<file path="src/hdl/exu_isa_pkg.sv">
package exu_isa_pkg;

    // execute-stage opcodes, the decoder folds I-type forms onto these
    typedef enum logic [4:0] {
        add,
        sub,
        sll,
        slt,
        sltu,
        xor_op,
        srl,
        sra,
        or_op,
        and_op,
        lui,
        auipc,
        jal,
        jalr,
        beq,
        bne,
        blt,
        bge,
        bltu,
        bgeu,
        load,
        store,
        ebreak
    } exu_op_e;

    typedef enum logic [1:0] {
        size_b,
        size_h,
        size_w
    } exu_size_e;

    typedef struct packed {
        exu_op_e   op;
        exu_size_e size;          // only meaningful for load and store
        logic      load_unsigned; // lbu/lhu
    } exu_uop_t;

    typedef struct packed {
        logic [31:0] pc;
        logic [31:0] rs1_d;
        logic [31:0] rs2_d;
        logic [31:0] imm;
    } exu_operands_t;

    typedef struct packed {
        logic [31:0] rd_d;
        logic [31:0] dnpc;
    } exu_result_t;

endpackage

</file>
<file path="src/hdl/exu_mem_pkg.sv">
package exu_mem_pkg;

    // data RAM geometry, one entry per 32-bit word
    localparam int dmem_words     = 64;
    localparam int dmem_addr_bits = $clog2(dmem_words);

    // one access on the lsu to dmem link
    typedef struct packed {
        logic                      write;
        logic [dmem_addr_bits-1:0] idx;   // word index, byte address bits 7:2
        logic [31:0]               wdata; // already shifted to its byte lanes
        logic [3:0]                wmask;
    } dmem_req_t;

endpackage

</file>
<file path="src/hdl/exu_alu.sv">
`timescale 1ns/1ps

module exu_alu import exu_isa_pkg::*; (
    input  exu_uop_t      uop,
    input  exu_operands_t operands,
    output logic [31:0]   res,
    output logic          cmp_true
);

    logic [31:0] var1;
    logic [31:0] var2;

    // operand pair, picked by opcode
    always_comb begin
        unique case (uop.op)
            lui:         {var1, var2} = {operands.imm, 32'd0};
            auipc:       {var1, var2} = {operands.pc, operands.imm};
            jal, jalr:   {var1, var2} = {operands.pc, 32'd4};   // link value
            load, store: {var1, var2} = {operands.rs1_d, operands.imm};
            default:     {var1, var2} = {operands.rs1_d, operands.rs2_d};
        endcase
    end

    always_comb begin
        unique case (uop.op)
            add, lui, auipc, jal, jalr, load, store: res = var1 + var2;
            sub:    res = var1 - var2;
            sll:    res = var1 << var2[4:0];
            slt:    res = {31'd0, $signed(var1) < $signed(var2)};
            sltu:   res = {31'd0, var1 < var2};
            xor_op: res = var1 ^ var2;
            srl:    res = var1 >> var2[4:0];
            sra:    res = $unsigned($signed(var1) >>> var2[4:0]);
            or_op:  res = var1 | var2;
            and_op: res = var1 & var2;
            default: res = 32'd0; // branches and ebreak write no register
        endcase
    end

    // branch condition always compares the two source registers
    always_comb begin
        unique case (uop.op)
            beq:  cmp_true = operands.rs1_d == operands.rs2_d;
            bne:  cmp_true = operands.rs1_d != operands.rs2_d;
            blt:  cmp_true = $signed(operands.rs1_d) < $signed(operands.rs2_d);
            bge:  cmp_true = $signed(operands.rs1_d) >= $signed(operands.rs2_d);
            bltu: cmp_true = operands.rs1_d < operands.rs2_d;
            bgeu: cmp_true = operands.rs1_d >= operands.rs2_d;
            default: cmp_true = 1'b0;
        endcase
    end

endmodule

</file>
<file path="src/hdl/exu_next_pc.sv">
`timescale 1ns/1ps

module exu_next_pc import exu_isa_pkg::*; (
    input  exu_uop_t      uop,
    input  exu_operands_t operands,
    input  logic          cmp_true,
    output logic [31:0]   dnpc
);

    logic [31:0] ina;
    logic [31:0] inb;
    logic [31:0] sum;

    always_comb begin
        ina = operands.pc;   // sequential pc + 4 unless changed below
        inb = 32'd4;
        unique case (uop.op)
            jal:  inb = operands.imm;
            jalr: begin
                ina = operands.rs1_d;
                inb = operands.imm;
            end
            beq, bne, blt, bge, bltu, bgeu: inb = cmp_true ? operands.imm : 32'd4;
            ebreak: inb = 32'd0;  // stay on the ebreak itself
            default: ;
        endcase
    end

    assign sum  = ina + inb; // the only adder on the pc path
    assign dnpc = (uop.op == jalr) ? {sum[31:1], 1'b0} : sum;

endmodule

</file>
<file path="src/hdl/exu_lsu.sv">
`timescale 1ns/1ps

module exu_lsu import exu_isa_pkg::*, exu_mem_pkg::*; (
    input  logic        clk,
    input  logic        arst_n,
    input  logic        start,
    input  exu_uop_t    uop,
    input  logic [31:0] addr,
    input  logic [31:0] store_data,
    output logic        done,
    output logic [31:0] load_data,
    output logic        mem_req,
    output dmem_req_t   mem_cmd,
    input  logic        mem_ack,
    input  logic [31:0] mem_rdata
);

    typedef enum logic [1:0] {
        lsu_idle,
        lsu_request,
        lsu_release,
        lsu_done
    } lsu_state_e;

    lsu_state_e  state;
    logic [3:0]  wmask;
    logic [31:0] rshift;
    logic [31:0] rext;

    always_comb begin
        unique case (uop.size)
            size_b:  wmask = 4'b0001 << addr[1:0];
            size_h:  wmask = addr[1] ? 4'b1100 : 4'b0011;
            default: wmask = 4'b1111;
        endcase
    end

    // the command only depends on inputs held for the whole operation
    assign mem_cmd.write = (uop.op == store);
    assign mem_cmd.idx   = addr[dmem_addr_bits+1:2];
    assign mem_cmd.wdata = store_data << {addr[1:0], 3'b000};
    assign mem_cmd.wmask = wmask;

    // move the addressed byte lane down to bit 0, then extend
    assign rshift = mem_rdata >> {addr[1:0], 3'b000};

    always_comb begin
        unique case (uop.size)
            size_b:  rext = {{24{rshift[7] & ~uop.load_unsigned}}, rshift[7:0]};
            size_h:  rext = {{16{rshift[15] & ~uop.load_unsigned}}, rshift[15:0]};
            default: rext = rshift;
        endcase
    end

    always_ff @(posedge clk or negedge arst_n) begin
        if (!arst_n) begin
            state <= lsu_idle;
        end else begin
            unique case (state)
                lsu_idle:    if (start) state <= lsu_request;
                lsu_request: if (mem_ack) state <= lsu_release;  // req drops next cycle
                lsu_release: if (!mem_ack) state <= lsu_done;
                lsu_done:    if (!start) state <= lsu_idle;      // hold done until start falls
                default:     state <= lsu_idle;
            endcase
        end
    end

    always_ff @(posedge clk) begin
        if (state == lsu_request && mem_ack)
            load_data <= rext; // rdata is only valid while ack is high
    end

    assign mem_req = (state == lsu_request);
    assign done    = (state == lsu_done);

endmodule

</file>
<file path="src/hdl/exu_dmem.sv">
`timescale 1ns/1ps

module exu_dmem import exu_mem_pkg::*; (
    input  logic        clk,
    input  logic        arst_n,
    input  logic        mem_req,
    input  dmem_req_t   mem_cmd,
    output logic        mem_ack,
    output logic [31:0] mem_rdata
);

    logic [31:0] mem [dmem_words];
    logic        access;

    // one access per handshake, on the edge that raises ack
    assign access = mem_req && !mem_ack;

    always_ff @(posedge clk or negedge arst_n) begin
        if (!arst_n)
            mem_ack <= 1'b0;
        else
            mem_ack <= mem_req; // follows req one cycle behind, both ways
    end

    always_ff @(posedge clk) begin
        if (access) begin
            mem_rdata <= mem[mem_cmd.idx]; // old contents on a store
            if (mem_cmd.write) begin
                for (int i = 0; i < 4; i++) begin
                    if (mem_cmd.wmask[i])
                        mem[mem_cmd.idx][8*i +: 8] <= mem_cmd.wdata[8*i +: 8];
                end
            end
        end
    end

endmodule

</file>
<file path="src/hdl/exu_halt_regs.sv">
`timescale 1ns/1ps

module exu_halt_regs (
    input  logic        clk,
    input  logic        arst_n,
    input  logic        halt_set,
    input  logic [31:0] code,
    output logic        halted,
    output logic [31:0] halt_code
);

    // sticky, only reset brings the stage back
    always_ff @(posedge clk or negedge arst_n) begin
        if (!arst_n) begin
            halted    <= 1'b0;
            halt_code <= 32'd0;
        end else if (halt_set && !halted) begin
            halted    <= 1'b1;
            halt_code <= code;  // a0 carries the exit code
        end
    end

endmodule

</file>
<file path="src/hdl/exu_seq.sv">
`timescale 1ns/1ps

module exu_seq import exu_isa_pkg::*; (
    input  logic        clk,
    input  logic        arst_n,
    input  logic        op_req,
    input  exu_uop_t    uop,
    input  logic [31:0] pc,
    input  logic [31:0] alu_res,
    input  logic [31:0] dnpc,
    input  logic        halted,
    output logic        lsu_start,
    input  logic        lsu_done,
    input  logic [31:0] load_data,
    output logic        op_ack,
    output exu_result_t op_result,
    output logic        halt_set
);

    typedef enum logic [1:0] {
        seq_idle,
        seq_mem_wait,
        seq_ack,
        seq_release
    } seq_state_e;

    seq_state_e  state;
    logic        accept;
    logic        go_mem;
    logic        finish;
    logic [31:0] rd_next;

    // release behaves like idle so a new request is taken at once
    assign accept = op_req && (state == seq_idle || state == seq_release);
    assign go_mem = accept && !halted && (uop.op == load || uop.op == store);
    assign finish = (accept && !go_mem) || (state == seq_mem_wait && lsu_done);

    always_comb begin
        if (halted) begin
            rd_next = 32'd0;
        end else begin
            unique case (uop.op)
                load: rd_next = load_data;
                store, beq, bne, blt, bge, bltu, bgeu, ebreak: rd_next = 32'd0;
                default: rd_next = alu_res;
            endcase
        end
    end

    always_ff @(posedge clk or negedge arst_n) begin
        if (!arst_n) begin
            state <= seq_idle;
        end else begin
            unique case (state)
                seq_idle, seq_release: begin
                    if (go_mem)
                        state <= seq_mem_wait;
                    else if (accept)
                        state <= seq_ack;
                    else
                        state <= seq_idle;
                end
                seq_mem_wait: if (lsu_done) state <= seq_ack;
                seq_ack:      if (!op_req) state <= seq_release;
                default:      state <= seq_idle;
            endcase
        end
    end

    always_ff @(posedge clk) begin
        if (finish)
            op_result <= '{rd_d: rd_next, dnpc: halted ? pc : dnpc};
    end

    assign lsu_start = (state == seq_mem_wait); // falls as soon as we leave mem_wait
    assign op_ack    = (state == seq_ack);
    assign halt_set  = accept && !halted && (uop.op == ebreak); // lands with op_ack

endmodule

</file>
<file path="src/hdl/exu_top.sv">
`timescale 1ns/1ps

module exu_top import exu_isa_pkg::*, exu_mem_pkg::*; (
    input  logic          clk,
    input  logic          arst_n,
    input  logic          op_req,
    input  exu_uop_t      op_uop,
    input  exu_operands_t op_operands,
    output logic          op_ack,
    output exu_result_t   op_result,
    output logic          halted,
    output logic [31:0]   halt_code
);

    logic [31:0] alu_res;
    logic        cmp_true;
    logic [31:0] dnpc;
    logic        lsu_start;
    logic        lsu_done;
    logic [31:0] load_data;
    logic        mem_req;
    dmem_req_t   mem_cmd;
    logic        mem_ack;
    logic [31:0] mem_rdata;
    logic        halt_set;

    exu_alu i_alu (
        .uop      (op_uop),
        .operands (op_operands),
        .res      (alu_res),
        .cmp_true (cmp_true)
    );

    exu_next_pc i_next_pc (
        .uop      (op_uop),
        .operands (op_operands),
        .cmp_true (cmp_true),
        .dnpc     (dnpc)
    );

    exu_lsu i_lsu (
        .clk        (clk),
        .arst_n     (arst_n),
        .start      (lsu_start),
        .uop        (op_uop),
        .addr       (alu_res),            // rs1 + imm for load and store
        .store_data (op_operands.rs2_d),
        .done       (lsu_done),
        .load_data  (load_data),
        .mem_req    (mem_req),
        .mem_cmd    (mem_cmd),
        .mem_ack    (mem_ack),
        .mem_rdata  (mem_rdata)
    );

    exu_dmem i_dmem (
        .clk       (clk),
        .arst_n    (arst_n),
        .mem_req   (mem_req),
        .mem_cmd   (mem_cmd),
        .mem_ack   (mem_ack),
        .mem_rdata (mem_rdata)
    );

    exu_halt_regs i_halt_regs (
        .clk       (clk),
        .arst_n    (arst_n),
        .halt_set  (halt_set),
        .code      (op_operands.rs1_d),
        .halted    (halted),
        .halt_code (halt_code)
    );

    exu_seq i_seq (
        .clk       (clk),
        .arst_n    (arst_n),
        .op_req    (op_req),
        .uop       (op_uop),
        .pc        (op_operands.pc),
        .alu_res   (alu_res),
        .dnpc      (dnpc),
        .halted    (halted),
        .lsu_start (lsu_start),
        .lsu_done  (lsu_done),
        .load_data (load_data),
        .op_ack    (op_ack),
        .op_result (op_result),
        .halt_set  (halt_set)
    );

endmodule

</file>
<file path="config.mk">
export PLATFORM = sky130hd
export DESIGN_NAME = exu_top
export DESIGN_NICKNAME = d
export VERILOG_FILES = /design/src/hdl/exu_isa_pkg.sv /design/src/hdl/exu_mem_pkg.sv /design/src/hdl/exu_alu.sv /design/src/hdl/exu_next_pc.sv /design/src/hdl/exu_lsu.sv /design/src/hdl/exu_dmem.sv /design/src/hdl/exu_halt_regs.sv /design/src/hdl/exu_seq.sv /design/src/hdl/exu_top.sv
export SDC_FILE = /design/constraint.sdc
export NUM_CORES = 2
export LEC_CHECK = 0
export BUFFER_PORTS_ARGS = -buffer_cell sky130_fd_sc_hd__buf_2
export CAP_MARGIN = 20
export CORE_AREA = 3 3 530 743
export CTS_CLUSTER_DIAMETER = 60
export DETAILED_ROUTE_END_ITERATION = 12
export DIE_AREA = 0 0 533 746
export GPL_ROUTABILITY_DRIVEN = 0
export GPL_TIMING_DRIVEN = 1
export PLACE_DENSITY_LB_ADDON = 0.3
export SYNTH_ARGS = -nofsm -noshare
export SYNTH_HDL_FRONTEND = slang
export SYNTH_SLANG_ARGS = --single-unit
</file>
<file path="constraint.sdc">
create_clock -name clk -period 7.55 [get_ports clk]
set_clock_uncertainty 0.15 [all_clocks]
set_input_delay 1.8875 -clock clk [delete_from_list [all_inputs] [get_ports clk]]
set_output_delay 1.8875 -clock clk [all_outputs]
set_load 0.02 [all_outputs]
</file>
==> reports/qor.yml <==
outcome: "complete, no violations"
hpwlAfterDp_mm: 309
slowest_delay_ns: 0.65
cts-buffers-inserted: 220
peakVddDrop_uv: 197
htree_levels: 4
fin_total_pwr_mw: 35.7
crit_cells: 23
first_global_vias: 72300
yosys-top-cells-count: "2176 x edfxtp_1, 710 x a22oi_1, 524 x nor2_1"
startpoint: "op_uop[6]"
holdBufCountCts: 0
synth_seq_area_share_pct: 68.5
async_reset_ff_share_pct: 1.72
setup_ws_ns: 0.114
grt_antenna_before_repair: 13
cts_sinks: 2214
cap_violations: 0
grt_use_total_pct: 20.2
finalMaxSlewViolations: 0
finalCritPeriodShare_pct: 98.5
start_kind: "input pin"
cts_tree: "done"
leakage_nw: 43.6
power_per_cell_area_mw_per_mm2: 284
clk_pin_slew_ns: 0.06
crit_family: "buffers and inverters"
clk-insertion-delay-late_ns: 0.95
die_h_um: 746
r2r_slack_ns: 4.32
r2r_start: "i_lsu.state[1]"
ys_seq_elements: 2214
synth_top_area_share_pct: 67.5
dp.cells: 13400
routedWlPerCell_um: 30.2
die_w_um: 533
syn_inst: 6875
holdCritPathClass: "flip-flop to flip-flop"
avgSynthCellArea_um2: 14.1
drcViolationCount: 0
reg2reg_depth: 8
clockBufferDepth: 4
io_buffer_count: 236
die-area_mm2: 0.398
synthTopCellsByArea: "edfxtp_1 68%, a22oi_1 5.5%, ha_1 2.2%, mux2i_1 2.0%, nor2_1 2.0%"
start_util_pct: 24.9
viasPerCell: 5.24
via_count: 72600
max_freq_mhz: 134
io_pins: 237
syn_nets: 7184
reg2reg_to: "i_dmem.mem[1][25]"
wl_mm: 418
clockRootBuffer: "clkbuf_16"
finalSetupViolCount: 0
required_ns: 8.16
maxSlewHeadroom_pct: 24.6
synth.most_common_cell: "edfxtp_1"
finalHoldViolCount: 0
layout.nets: 8784
synth_area_mm2: 0.0968
drt_first_iter_violations: 7992
synth_warnings: 0
drive_gt1_share_pct: 29.5
crit_arrival_ns: 8.04
synth_flop_cell: "edfxtp_1"
fin_cells: 13900
synth-edff-count: 2176
rows: 271
n_fill_cell: 38300
cp_cell_sequence: "buf_2, buf_4, buf_4, nand4bb_4, a21boi_4, a21oi_4, buf_4, nor2_1, buf_4, a221oi_1, o21ai_1, o22ai_1, o21ai_4, buf_12, buf_12, nor3_4, buf_4, buf_12, a22o_1, nor3_1, buf_4, o21ai_0, or4_1"
fp.coreArea_mm2: 0.388
endpoint: "i_dmem.mem_rdata[5]"
design_area_mm2: 0.126
period_needed_ns: 7.44
detail-route-antenna-nets: 0
syn_to_final_growth_pct: 29.9
crit_path_end_kind: "flip-flop"
critPathKind: "input pin to flip-flop"
crit_fanout: 42
grt_pass1_wl_mm: 577
grt_overflow: 0
post-synth-top-area-cell: "edfxtp_1"
slowest_stage: "nor3_4"
rsz0062_at_grt: "true"
worstMarginPinSlew_ns: 1.13
ys_types: 103
whs_ns: 0.351
crit_buf_inv: 10
placement.cell_area_mm2: 0.118
place_ws_ns: -0.985
dr.pass1.iters: 6
cpMostUsedCell: "buf_4"
grt_start_max_net_pins: 65
-- cells in the final DEF, fill, tap and decap left out, drive strengths merged, types with 34 or more instances in the layout --
cell type / instances
nand3: 90
nand4: 110
a22oi: 710
a22o: 50
bufinv: 34
mux2i: 202
inv: 193
dfrtp: 38
a211oi: 58
o211ai: 42
nand2: 378
o21ai: 237
nor3: 92
a31oi: 53
edfxtp: 2176
a21o: 44
buf: 1865
a41oi: 101
nor2: 526
clkbuf: 249
a21oi: 267
a221oi: 110
ha: 167
mux2: 169
a221o: 56
clkinv: 87
-- registers in the layout (all words and copies together), names as in the netlist --
| register | flops |
|---|---|
| i_dmem.mem | 2048 |
| i_seq.op_result | 64 |
| i_dmem.mem_rdata | 32 |
| i_halt_regs.halt_code | 32 |
| i_lsu.load_data | 32 |
| i_lsu.state | 2 |
| i_seq.state | 2 |
| i_dmem.mem_ack | 1 |
| i_halt_regs.halted | 1 |
-- stage by stage --
step	utilization (%)	TNS, ns
after floorplan	-	-526.58
after global placement	30.4	-1334.57
after detailed placement	30.4	-1414.62
after CTS	32.3	0
after global routing	32.4	-0.0994
final	32.4	0
-- what timing repair did --
item	CTS	global route
setup buffers	0	7
gates resized for setup	2	24
endpoints found under the setup margin	3	506
endpoints found under the hold margin	0	0
pin swaps	0	14
-- logic make-up (layout without fill, tap and decap cells) --
kind of cell | Yosys count | after routing | share of synthesized area, %
AO/OA/AOI/OAI | 2036 | 2036 | 15.3
XOR/XNOR | 34 | 34 | 0.330
adder cells (fa/ha/maj) | 170 | 170 | 2.22
buffers and inverters | 676 | 2447 | 3.03
flip-flops | 2214 | 2214 | 68.5
multiplexers | 371 | 371 | 4.08
other | 0 | 22 | 0
AND/OR/NAND/NOR | 1374 | 1374 | 6.49
-- routing by layer --
layer,track usage (%),share of wire (%),vias up
met3,2.84,7.0,956
met2,34.6,49,3774
met5,0,0.0098,-
li1,-,-,30700
met1,23.4,36,37100
met4,13.5,7.8,8
-- worst min path at each step --
stage / from / to / cells after the start
global route: i_halt_regs.halt_code[16] / i_halt_regs.halt_code[16] / 1
finish: i_halt_regs.halt_code[30] / i_halt_regs.halt_code[30] / 1
CTS: i_halt_regs.halt_code[16] / i_halt_regs.halt_code[16] / 1
detailed placement: i_halt_regs.halt_code[16] / i_halt_regs.halt_code[16] / 1
global placement: i_halt_regs.halt_code[10] / i_halt_regs.halt_code[10] / 1
floorplan: i_lsu.load_data[25] / i_seq.op_result[57] / 2
-- cell type report --
type	instances	area (um^2)	area share, %
clock buffers	249	5670	4.51
inverters	189	709	0.564
repair buffers	1865	16400	13.0
well taps	5187	6490	5.16
multi-input cells	3985	28400	22.6
clock inverters	144	1740	1.38
diodes	22	55.1	0.0438
flip-flops and latches	2214	66300	52.7
-- report_power, final --
group          switching [mW]  total [mW]  internal, mW
Clock                    4.87        11.4          6.57
Sequential              0.298        14.9          14.6
Combinational            6.02        9.41          3.40
No activity file was read; power rests on OpenSTA's default activity.
